**src/include/accum_consts.svh**
```systemverilog
`ifndef ACCUM_CONSTS_SVH
`define ACCUM_CONSTS_SVH

// Half-precision format
`define FP_EXP_W 5     // Biased exponent bits
`define FP_MAN_W 10    // Stored mantissa bits
`define FP_GUARD_W 3   // Guard, round, sticky below the mantissa

// Accumulation run
`define ACC_COUNT 8    // Elements per run
`define ACC_ADDR_W 3   // Element memory address bits

`define ADD_LATENCY 4  // Adder pipeline stages

`endif

```
**src/source/fp16_pkg.sv**
```systemverilog
`include "accum_consts.svh"

package fp16_pkg;

	// IEEE 754 half-precision word
	typedef struct packed {
		logic sign;
		logic [`FP_EXP_W-1:0] expo;  // Biased by 15
		logic [`FP_MAN_W-1:0] man;
	} fp16_t;

	// Align -> mantissa add
	typedef struct packed {
		logic vld;
		logic sign;                                  // Sign of the larger operand
		logic effSub;                                // Operand signs differ
		logic [`FP_EXP_W-1:0] expo;                  // Common exponent
		logic [`FP_MAN_W:0] manMax;                  // Hidden bit included
		logic [`FP_MAN_W+`FP_GUARD_W:0] manMin;      // Shifted, GRS at the bottom
	} alignOut_t;

	// Mantissa add -> normalize
	typedef struct packed {
		logic vld;
		logic sign;
		logic effSub;
		logic [`FP_EXP_W-1:0] expo;
		logic [`FP_MAN_W+`FP_GUARD_W+1:0] sum;       // MSB is the carry
	} sumOut_t;

	// Normalize -> round
	typedef struct packed {
		logic vld;
		logic sign;
		logic effSub;
		logic zero;                                  // All-zero sum
		logic [`FP_EXP_W-1:0] expo;
		logic [`FP_MAN_W-1:0] man;
		logic guard;
		logic rnd;
		logic sticky;
	} normOut_t;

endpackage

```
**src/source/accum_pkg.sv**
```systemverilog
package accum_pkg;

	// Sequencer states
	typedef enum logic [1:0] {
		Idle,   // Waiting for ap_start
		Fetch,  // Memory read or finish
		Issue,  // Element on memData, launch the add
		Wait    // Add in flight
	} accumState_t;

endpackage

```
**src/source/fpAlignStage.sv**
```systemverilog
`timescale 1ns/1ps
`include "accum_consts.svh"

// Stage 1 of the adder: order by magnitude, align the smaller mantissa
module fpAlignStage (
	input  logic ap_clk,
	input  logic ap_rst,
	input  logic inVld,
	input  fp16_pkg::fp16_t a,
	input  fp16_pkg::fp16_t b,
	output fp16_pkg::alignOut_t out
);
	localparam int AlignW = `FP_MAN_W + 1 + `FP_GUARD_W;  // Hidden + mantissa + GRS

	fp16_pkg::fp16_t opMax;
	fp16_pkg::fp16_t opMin;
	logic bLarger;
	logic [`FP_EXP_W-1:0] shAmt;
	logic [AlignW-1:0] minExt;
	logic [AlignW-1:0] lostMask;
	logic [AlignW-1:0] minShift;
	logic sticky;
	fp16_pkg::alignOut_t nxt;

	assign bLarger = {a.expo, a.man} < {b.expo, b.man};  // Magnitude compare, sign ignored
	assign opMax = bLarger ? b : a;
	assign opMin = bLarger ? a : b;
	assign shAmt = opMax.expo - opMin.expo;  // Never negative

	// Implied one on everything except an exact zero
	assign minExt = {|{opMin.expo, opMin.man}, opMin.man, {`FP_GUARD_W{1'b0}}};
	assign minShift = minExt >> shAmt;  // Zero once shAmt reaches AlignW
	assign lostMask = ~({AlignW{1'b1}} << shAmt);
	assign sticky = |(minExt & lostMask);  // Bits shifted out

	always_comb begin
		nxt.vld = inVld;
		nxt.sign = opMax.sign;
		nxt.effSub = a.sign ^ b.sign;
		nxt.expo = opMax.expo;
		nxt.manMax = {|{opMax.expo, opMax.man}, opMax.man};
		nxt.manMin = {minShift[AlignW-1:1], minShift[0] | sticky};  // Sticky folded into LSB
	end

	always_ff @(posedge ap_clk) begin
		out <= nxt;
		if (ap_rst) begin
			out.vld <= 1'b0;  // Only the valid bit is control
		end
	end

endmodule

```
**src/source/fpMantAddStage.sv**
```systemverilog
`timescale 1ns/1ps
`include "accum_consts.svh"

// Stage 2 of the adder: mantissa add or subtract
module fpMantAddStage (
	input  logic ap_clk,
	input  logic ap_rst,
	input  fp16_pkg::alignOut_t in,
	output fp16_pkg::sumOut_t out
);
	localparam int SumW = `FP_MAN_W + `FP_GUARD_W + 2;  // Carry + hidden + mantissa + GRS

	logic [SumW-1:0] maxExt;
	logic [SumW-1:0] minExt;
	logic [SumW-1:0] sumRaw;
	fp16_pkg::sumOut_t nxt;

	assign maxExt = {1'b0, in.manMax, {`FP_GUARD_W{1'b0}}};
	assign minExt = {1'b0, in.manMin};
	// Larger minus smaller, so a subtract never goes negative
	assign sumRaw = in.effSub ? (maxExt - minExt) : (maxExt + minExt);

	always_comb begin
		nxt.vld = in.vld;
		nxt.sign = in.sign;
		nxt.effSub = in.effSub;
		nxt.expo = in.expo;
		nxt.sum = sumRaw;
	end

	always_ff @(posedge ap_clk) begin
		out <= nxt;
		if (ap_rst) begin
			out.vld <= 1'b0;
		end
	end

endmodule

```
**src/source/fpNormalizeStage.sv**
```systemverilog
`timescale 1ns/1ps
`include "accum_consts.svh"

// Stage 3 of the adder: leading one, shift, exponent fix, GRS extract
module fpNormalizeStage (
	input  logic ap_clk,
	input  logic ap_rst,
	input  fp16_pkg::sumOut_t in,
	output fp16_pkg::normOut_t out
);
	localparam int SumW = `FP_MAN_W + `FP_GUARD_W + 2;
	localparam int TopBit = SumW - 2;  // Hidden-bit position without carry
	localparam int LzW = $clog2(SumW);
	localparam int G = `FP_GUARD_W;

	logic carry;
	logic [LzW-1:0] lz;
	logic [SumW-2:0] shifted;
	fp16_pkg::normOut_t nxt;

	assign carry = in.sum[SumW-1];

	// Highest set bit below the carry; later iterations win
	always_comb begin
		lz = '0;
		for (int i = 0; i <= TopBit; i++) begin
			if (in.sum[i]) begin
				lz = LzW'(TopBit - i);
			end
		end
	end

	assign shifted = in.sum[SumW-2:0] << lz;

	always_comb begin
		nxt.vld = in.vld;
		nxt.sign = in.sign;
		nxt.effSub = in.effSub;
		nxt.zero = ~|in.sum;
		if (carry) begin  // Right by one, exponent up
			nxt.expo = in.expo + `FP_EXP_W'(1);
			nxt.man = in.sum[SumW-2 -: `FP_MAN_W];
			nxt.guard = in.sum[G];
			nxt.rnd = in.sum[G-1];
			nxt.sticky = |in.sum[G-2:0];
		end else begin  // Left by the leading-zero count
			nxt.expo = in.expo - `FP_EXP_W'(lz);
			nxt.man = shifted[SumW-3 -: `FP_MAN_W];
			nxt.guard = shifted[G-1];
			nxt.rnd = shifted[G-2];
			nxt.sticky = |shifted[G-3:0];
		end
	end

	always_ff @(posedge ap_clk) begin
		out <= nxt;
		if (ap_rst) begin
			out.vld <= 1'b0;
		end
	end

endmodule

```
**src/source/fpRoundStage.sv**
```systemverilog
`timescale 1ns/1ps
`include "accum_consts.svh"

// Stage 4 of the adder: round to nearest even, pack
module fpRoundStage (
	input  logic ap_clk,
	input  logic ap_rst,
	input  fp16_pkg::normOut_t in,
	output logic outVld,
	output fp16_pkg::fp16_t out
);
	logic roundUp;
	logic [`FP_MAN_W:0] manInc;  // Extra bit catches mantissa overflow
	fp16_pkg::fp16_t nxt;

	// Above half, or exactly half with an odd LSB
	assign roundUp = in.guard & (in.rnd | in.sticky | in.man[0]);
	assign manInc = {1'b0, in.man} + 1'b1;

	always_comb begin
		nxt.sign = in.sign;
		nxt.expo = in.expo;
		nxt.man = in.man;
		if (in.zero) begin
			// -0 only for two negative operands, any cancellation gives +0
			nxt.sign = in.sign & ~in.effSub;
			nxt.expo = '0;
			nxt.man = '0;
		end else if (roundUp) begin
			nxt.man = manInc[`FP_MAN_W-1:0];  // Wraps to zero on overflow
			nxt.expo = in.expo + `FP_EXP_W'(manInc[`FP_MAN_W]);
		end
	end

	always_ff @(posedge ap_clk) begin
		out <= nxt;
		if (ap_rst) begin
			outVld <= 1'b0;
		end else begin
			outVld <= in.vld;
		end
	end

endmodule

```
**src/source/fp16AddPipe.sv**
```systemverilog
`timescale 1ns/1ps
`include "accum_consts.svh"

// Four-stage half-precision adder, no stall
module fp16AddPipe (
	input  logic ap_clk,
	input  logic ap_rst,
	input  logic inVld,
	input  fp16_pkg::fp16_t a,
	input  fp16_pkg::fp16_t b,
	output logic outVld,
	output fp16_pkg::fp16_t res
);
	fp16_pkg::alignOut_t alignQ;  // Stage 1 regs
	fp16_pkg::sumOut_t sumQ;      // Stage 2 regs
	fp16_pkg::normOut_t normQ;    // Stage 3 regs

	fpAlignStage align (
		.ap_clk (ap_clk),
		.ap_rst (ap_rst),
		.inVld  (inVld),
		.a      (a),
		.b      (b),
		.out    (alignQ)
	);

	fpMantAddStage mantAdd (.ap_clk(ap_clk), .ap_rst(ap_rst), .in(alignQ), .out(sumQ));

	fpNormalizeStage normalize (.ap_clk(ap_clk), .ap_rst(ap_rst), .in(sumQ), .out(normQ));

	fpRoundStage round (
		.ap_clk (ap_clk),
		.ap_rst (ap_rst),
		.in     (normQ),
		.outVld (outVld),
		.out    (res)
	);

	// Valid travels through all four stages with fixed delay
	latencyCheck: assert property (@(posedge ap_clk) disable iff (ap_rst)
		outVld == $past(inVld, `ADD_LATENCY));

endmodule

```
**src/source/accumSequencer.sv**
```systemverilog
`timescale 1ns/1ps
`include "accum_consts.svh"

// Start/done control, address counter and running sum
module accumSequencer (
	input  logic ap_clk,
	input  logic ap_rst,
	input  logic ap_start,
	input  logic ap_continue,
	output logic ap_done,
	output logic ap_idle,
	output logic ap_ready,
	output logic [`ACC_ADDR_W-1:0] memAddr,
	output logic memCe,
	input  fp16_pkg::fp16_t memData,
	output logic addVld,
	output fp16_pkg::fp16_t addA,
	output fp16_pkg::fp16_t addB,
	input  logic resVld,
	input  fp16_pkg::fp16_t res,
	output fp16_pkg::fp16_t sumOut,
	output logic sumVld
);
	localparam logic [`ACC_ADDR_W:0] LastIdx = (`ACC_ADDR_W+1)'(`ACC_COUNT);

	accum_pkg::accumState_t state;
	accum_pkg::accumState_t stateNxt;
	logic [`ACC_ADDR_W:0] idx;  // One bit wider to reach ACC_COUNT
	logic doneReg;              // Done pending until ap_continue
	logic startOk;
	logic lastIdx;
	logic finish;
	fp16_pkg::fp16_t sumQ;      // Running sum
	fp16_pkg::fp16_t sumHold;   // Last result between runs

	assign startOk = (state == accum_pkg::Idle) && ap_start && !doneReg;
	assign lastIdx = (idx == LastIdx);
	assign finish = (state == accum_pkg::Fetch) && lastIdx;

	always_comb begin
		stateNxt = state;
		unique case (state)
			accum_pkg::Idle:  if (startOk) stateNxt = accum_pkg::Fetch;
			accum_pkg::Fetch: stateNxt = lastIdx ? accum_pkg::Idle : accum_pkg::Issue;
			accum_pkg::Issue: stateNxt = accum_pkg::Wait;  // Element arrives here
			accum_pkg::Wait:  if (resVld) stateNxt = accum_pkg::Fetch;
			default:          stateNxt = accum_pkg::Idle;
		endcase
	end

	always_ff @(posedge ap_clk) begin
		if (ap_rst) begin
			state <= accum_pkg::Idle;
			idx <= '0;
			sumQ <= '0;  // +0
		end else begin
			state <= stateNxt;
			if (startOk) begin
				idx <= '0;
				sumQ <= '0;
			end else if (state == accum_pkg::Wait && resVld) begin
				idx <= idx + 1'b1;
				sumQ <= res;
			end
		end
	end

	always_ff @(posedge ap_clk) begin
		if (ap_rst) begin
			doneReg <= 1'b0;
			sumHold <= '0;
		end else begin
			if (ap_continue) begin  // Continue wins over a new finish
				doneReg <= 1'b0;
			end else if (finish) begin
				doneReg <= 1'b1;
			end
			if (finish) begin
				sumHold <= sumQ;
			end
		end
	end

	assign memCe = (state == accum_pkg::Fetch) && !lastIdx;
	assign memAddr = idx[`ACC_ADDR_W-1:0];
	assign addVld = (state == accum_pkg::Issue);
	assign addA = sumQ;
	assign addB = memData;  // Read data is valid in Issue
	assign ap_ready = finish;
	assign sumVld = finish;
	assign ap_done = finish || doneReg;
	assign ap_idle = (state == accum_pkg::Idle) && !ap_start;
	assign sumOut = finish ? sumQ : sumHold;

	memCeInRange: assert property (@(posedge ap_clk) disable iff (ap_rst)
		memCe |-> idx < LastIdx);
	// Adder result only lands while the sequencer waits for it
	resInWait: assert property (@(posedge ap_clk) disable iff (ap_rst)
		resVld |-> state == accum_pkg::Wait);
	doneHeld: assert property (@(posedge ap_clk) disable iff (ap_rst)
		ap_done && !ap_continue |=> ap_done);

endmodule

```
**src/source/accumTop.sv**
```systemverilog
`timescale 1ns/1ps
`include "accum_consts.svh"

// Half-precision accumulator: sequencer plus adder pipeline
module accumTop (
	input  logic ap_clk,
	input  logic ap_rst,
	input  logic ap_start,
	output logic ap_done,
	output logic ap_idle,
	output logic ap_ready,
	input  logic ap_continue,
	output logic [`ACC_ADDR_W-1:0] memAddr,
	output logic memCe,
	input  fp16_pkg::fp16_t memData,
	output fp16_pkg::fp16_t sumOut,
	output logic sumVld
);
	logic addVld;
	logic resVld;
	fp16_pkg::fp16_t addA;  // Running sum
	fp16_pkg::fp16_t addB;  // Memory element
	fp16_pkg::fp16_t res;

	accumSequencer sequencer (
		.ap_clk, .ap_rst, .ap_start, .ap_continue, .ap_done, .ap_idle, .ap_ready,
		.memAddr, .memCe, .memData, .addVld, .addA, .addB, .resVld, .res,
		.sumOut, .sumVld
	);

	fp16AddPipe adder (
		.ap_clk (ap_clk),
		.ap_rst (ap_rst),
		.inVld  (addVld),
		.a      (addA),
		.b      (addB),
		.outVld (resVld),
		.res    (res)
	);

endmodule

```
**config.mk**
```make
export PLATFORM = sky130hd
export DESIGN_NAME = accumTop
export DESIGN_NICKNAME = d
export VERILOG_FILES = /design/src/source/fp16_pkg.sv /design/src/source/accum_pkg.sv /design/src/source/fpAlignStage.sv /design/src/source/fpMantAddStage.sv /design/src/source/fpNormalizeStage.sv /design/src/source/fpRoundStage.sv /design/src/source/fp16AddPipe.sv /design/src/source/accumSequencer.sv /design/src/source/accumTop.sv
export VERILOG_INCLUDE_DIRS = /design/src /design/src/include
export SDC_FILE = /design/constraint.sdc
export NUM_CORES = 1
export LEC_CHECK = 0
export ABC_AREA = 1
export ABC_CLOCK_PERIOD_IN_PS = 4800
export BUFFER_PORTS_ARGS = -buffer_cell sky130_fd_sc_hd__buf_2
export CAP_MARGIN = 20
export CORE_ASPECT_RATIO = 0.8
export CORE_MARGIN = 2
export CORE_UTILIZATION = 45
export CTS_BUF_LIST = sky130_fd_sc_hd__clkbuf_8
export CTS_CLUSTER_DIAMETER = 120
export CTS_CLUSTER_SIZE = 12
export DETAILED_ROUTE_END_ITERATION = 16
export HOLD_SLACK_MARGIN = 0.15
export PLACE_DENSITY = 0.66
export SETUP_SLACK_MARGIN = 0.4
export SLEW_MARGIN = 15
export SYNTH_ARGS = -nofsm -noshare
export SYNTH_HDL_FRONTEND = slang
export SYNTH_SLANG_ARGS = --single-unit
```
**constraint.sdc**
```tcl
create_clock -name ap_clk -period 4.8 [get_ports ap_clk]
set_input_delay 0 -clock ap_clk [delete_from_list [all_inputs] [get_ports ap_clk]]
set_output_delay 0 -clock ap_clk [all_outputs]
set_load 0.05 [all_outputs]
```
# Yosys cells after proc, flatten, opt, wreduce, memory -nomap -nowiden
# Cells that the tools add are included.
# word_totals
register_bits,134
wordCells,105
# classes
add_sub_neg,8
n_lt_le_gt_ge,1
n_eq_ne,6
shifts,3
muxes,25
n_bitwise,9
n_reduce_logical,20
# ops
op,count
$mux W4,14
$mux W15,3
$reduce_or A15 Y1,3
$mux W16,2
$mux W18,1
$add A14 B14 Y15,1
$lt A15 B15 Y1,1
$sub A14 B14 Y15,1
$and A14 B14 Y14,1
$not A14 Y14,1
$reduce_or A14 Y1,1
$shl A14 B4 Y13,1
$shl A14 B5 Y14 const A,1
$shr A14 B5 Y14,1
$add A10 B1 Y11 const B,1
$pmux W2 S4,1
$logic_and A1 B1 Y1,6
$mux W2,3
$reduce_or A2 Y1,3
$add A5 B1 Y5,1
$add A5 B1 Y5 const B,1
$sub A5 B4 Y5,1
$sub A5 B5 Y5,1
$add A4 B1 Y4 const B,1
other kinds (13),21

# Depth between registers and ports, before layout
# logic_depth
word_depth,16
ltp_mapped,26
ltp_nobuf,25

# Modules after synthesis
# From an unflattened synthesis, not the netlist that was laid out.
# unflattened
hier_cells,1298
hier_area_um2,8578.2
# modules_own_cells
module,n_inst,cells_per_inst,area_per_inst_um2
fpAlignStage,1,376,2434.8
fpMantAddStage,1,323,1934.4
accumSequencer,1,251,1910.6
fpNormalizeStage,1,233,1471.4
fpRoundStage,1,115,827.0

# Worst setup path before layout
# Ideal clock, no wire load.
# synth_timing
path_kind,reg-to-reg
startpoint,"reg sequencer.sumQ, in the netlist sequencer.addA[14]"
endpoint,reg adder.align.out[0] (netlist bit)
arrival_time_ns,2.700
required_time_ns,4.683
path_slack_ns,1.984
path_stages_with_launch,20
path_buffers,2
period_less_slack_ns,2.816
path_cell_list,dfxtp_1 > ha_1 > nand2_2 > nor2_4 > inv_1 > nor2_1 > nand2_2 > nand2_4 > buf_6 > nand2_1 > o21ai_1 > nand2_1 > ha_1 > inv_1 > clkbuf_1 > a21oi_1 > a211oi_1 > nand2_1 > a21oi_1 > nand2_1
# synth_rtl
item,line,text
from (decl),accumSequencer.sv:33,fp16_pkg::fp16_t sumQ;
from (signal assigned),accumSequencer.sv:63,sumQ <= res;
to (signal assigned),fpAlignStage.sv:46,out <= nxt;
to (decl),fpAlignStage.sv:11,output fp16_pkg::alignOut_t out

# Worst setup path after layout
# layout_timing
startpoint,"reg sequencer.sumQ, in the netlist sequencer.addA[10]"
endpoint,reg adder.align.out[2] (netlist bit)
# layout_via
elab_chain_cells,4
word_cells_on_any_way,6
cone_classes,add/sub (1); order compare (1); shift (1); mux (2); reduce/logical (1)
# layout_lines
item,line,text
$lt A15 B15 Y1,fpAlignStage.sv:25,"assign bLarger = {a.expo, a.man} < {b.expo, b.man};"
$mux W16 or $mux W15 (tied branches),"fpAlignStage.sv:26, fpAlignStage.sv:27",
$sub A5 B5 Y5 or $reduce_or A15 Y1 (tied branches),"fpAlignStage.sv:28, fpAlignStage.sv:31",
$shr A14 B5 Y14 (*),fpAlignStage.sv:32,assign minShift = minExt >> shAmt;
# Mark *: on every way between the ends. The rest lies on a longest branch, timed or not.
# A chain may end at the register's enable or synchronous reset.

==> results by group <==
Worst hold path
  – Worst hold path type: input pin to register

Drt
  – Vias: 7074
  – DR vias/cell: 5.08
  – Drt first pass iters: 5
  – Final WL: 19.3 mm
  – Final ANT Viol Nets: 0
  – Remaining DRCs: 0
  – WL/cell: 13.8 microns
  – First-iteration detailed-routing DRC count: 478

Final layout
  – Commonest non-fill, non-tap cell in the layout: nand2_1
  – Layout Nets: roughly 1200
  – N_diodes: 0
  – Commonest cells after routing, fill and taps aside: nand2_1 (262), inv_1 (162), dfxtp_1 (134)
  – Post-route cell area: 8620 sq um
  – Syn-to-layout area delta: 11.6%
  – Finished Layout Cells: 1392
  – Share of layout cells above drive strength 1: 0.107

Clock network
  – CTS root buf: clkbuf_8
  – CTS tree: built
  – Skew-Pair Late Insertion Delay: 0.44 ns
  – Clock buffer count from CTS: 17
  – H-tree depth: 4
  – CTS Sinks: roughly 130
  – Clk buf depth: 2
  – Clock transition at path regs: 0.08 ns

Setup path
  – Slowest library cell on the worst path: ha_1
  – CP endpoint kind: register
  – Critical Path RT: 5.18 ns
  – CP max FO: 50
  – Critical path's top delay family: adder cells
  – CP Class: register to register
  – Max stage delay on crit path: 0.53 ns
  – Worst path buffer plus inverter count: 2
  – CP most frequent cell: nand2_1
  – Cell chain of the critical path: ha_1 > nand2_2 > inv_2 > nand2_1 > nand2_2 > a21oi_4 > nand2_4 > o21ai_1 > nand2_1 > ha_1 > inv_1 > o21ai_0 > nand2_1 > nand3_1 > nand2_1 > a21oi_1
  – CP arrival: 4.13 ns
  – Startpoint class of the critical path: register

Synth
  – Adder-cell share of the synthesized area: 0.0927
  – Async SR Flop Fraction: 0
  – Sequential share of the synthesized area: 0.347
  – Top post-synthesis cells by area: dfxtp_1 (35%), nand2_1 (13%), ha_1 (8.8%), inv_1 (7.8%), nand3_1 (5.3%)
  – Main combinational cell family by area after synthesis: simple AND/OR/NAND/NOR gates
  – Synth Area in Simple Gates: 0.274
  – Mapped Cells: roughly 1100
  – Mux contribution to synthesized area: 0.00389
  – Compound-Gate Fraction of Synth Area: 0.151
  – Syn Area/Cell: 6.94 sq um
  – XOR/XNOR Fraction of Synth Area: 0.0216
  – Cell type with the largest total area after synthesis: dfxtp_1
  – Top FF cell, synth: dfxtp_1
  – Syn Nets: approximately 1200
  – EDFF count, synth: 0
  – Synth Cell Area: 7720 sq um
  – Cell variety after synth: 43
  – Ys Warns: 0
  – Yosys reg bits: roughly 130
  – Synth top area share: 0.347

Place
  – GPL Wtd Cong: 0.935
  – Post-Place Cells: 1340
  – DP Area: 8030 sq um
  – # port buffers: 43
  – Hpwl dp: about 15 mm
  – Pre-CTS WS: about 1.1 ns

Timing
  – Fmax: approximately 0.27 GHz
  – Fin. max-slew vios: 0
  – Slew HR: 0.311
  – Final setup violation count: 0
  – Final hold vios: 0
  – Worst Tran Pin Value: 1.03 ns
  – Ratio of final minimum period to clock period: 0.781
  – Tmin final: 3.75 ns
  – Setup Skew: about 0.014 ns
  – Final WS setup: between 1 and 1.5 ns
  – Sum of negative setup slack: 0 ns
  – RSZ-0062 raised after global routing: no

Die
  – Initial Util: 0.463
  – Die Wd: 150 microns
  – Die height: 121 microns
  – Row cnt: 42
  – Number of top-level pins: 44
  – Full die area: 18200 sq um
  – Core area: 16700 sq um

Global route
  – First-pass GRT wire length: 31.6 mm
  – Initial antenna violation count: 0
  – Global route total overflow: 0
  – GRT Overall Usage: 0.222
  – Largest net degree at the start of global routing: 51
  – Vias in the first global route: approximately 6400

Outcome
  – Run status: completed

Power and ir drop
  – Max VDD drop: 0.000166 V
  – Power per cell area: 352 nW/um^2
  – Lkg Pwr: 0.00411 uW

Job
  – Max_cap viols: 0
-- path summary, 6_finish.rpt --
path                                          start                    end  slack, ns  cells after the start
worst max-delay path             sequencer.addA[10]     adder.align.out[2]       1.05                     16
worst min-delay path                    memData[15]    adder.align.out[30]       0.31                      3
worst max register to register   sequencer.addA[10]     adder.align.out[2]       1.05                     16
worst min register to register  adder.align.out[27]  adder.mantAdd.out[17]       0.33                      0
-- state kept, by name, indices dropped and copies added (netlist names), 2 cells and up --
register and count:
adder.align.out 33, adder.mantAdd.out 23, adder.normalize.out 22, adder.round.out 16, sequencer.addA 16, sequencer.idx 4
sequencer.state 2, sequencer.sumHold 16
-- worst register-to-register path, delay by kind of cell, from the launching register on --
kind                     cells  cell delay, ns
buffers and inverters        2            0.31
flip-flops                   1            0.35
AND/OR/NAND/NOR              8            1.00
AO/OA/AOI/OAI                4            1.01
adder cells (fa/ha/maj)      2            1.02
-- cell usage after synthesis (6+ instances only) --
library cell and count:
a31oi_1 6, inv_2 6, o21ai_1 11, nor3_1 7
o21ai_0 68, nor2_1 76, nand4_1 10, a211oi_1 18
dfxtp_1 134, or2_2 17, o211ai_1 6, a21oi_1 78
ha_1 54, nand2_1 262, nand2_2 13, xor2_1 16
nand3_1 82, nor4_1 7, inv_1 161, clkbuf_1 25
-- routing by layer --
metal / GRT usage / part of all wire / vias to the layer above
met5: 0 / 0 / -
met4: 0.0666 / 0.017 / 0
met3: 0.0549 / 0.063 / 32
met2: 0.319 / 0.41 / 206
met1: 0.326 / 0.51 / 3165
li1: - / - / 3671
-- cells by family after synthesis --
| group | after synthesis |
|---|---|
| XOR/XNOR | 19 |
| flip-flops | 134 |
| AND/OR/NAND/NOR | 485 |
| AO/OA/AOI/OAI | 207 |
| multiplexers | 3 |
| adder cells (fa/ha/maj) | 56 |
| buffers and inverters | 209 |
-- repair_timing --
| action | in CTS | in global routing |
|---|---|---|
| hold buffers | 20 | 0 |
| setup buffers | 0 | 0 |
| endpoints found under the hold margin | 42 | 0 |
| gates resized for setup | 0 | 0 |
-- per-stage QoR --
step / power [uW] / hold slack, ns / utilization
floorplan: 1930 / 0.0761 / -
global placement: 2120 / 0.162 / 0.482
detailed placement: 2120 / 0.167 / 0.482
CTS: 3040 / 0.276 / 0.517
global route: 3240 / 0.269 / 0.517
finish: 3030 / 0.308 / 0.517
-- layout make-up --
| class | instances | area [sq um] |
|---|---|---|
| Clock buffer | 17 | 234 |
| Clock inverter | 15 | 155 |
| Fill cell | 1692 | 8040 |
| Inverter | 170 | 638 |
| Multi-Input combinational cell | 770 | 4190 |
| Sequential cell | 134 | 2680 |
| Tap cell | 220 | 275 |
| Timing Repair Buffer | 66 | 438 |
-- power breakdown --
part,internal [uW],switching (uW)
sequential,1290,119
clock,463,451
combinational,250,456
total,2000,1030
(Power assumes the default switching activity.)
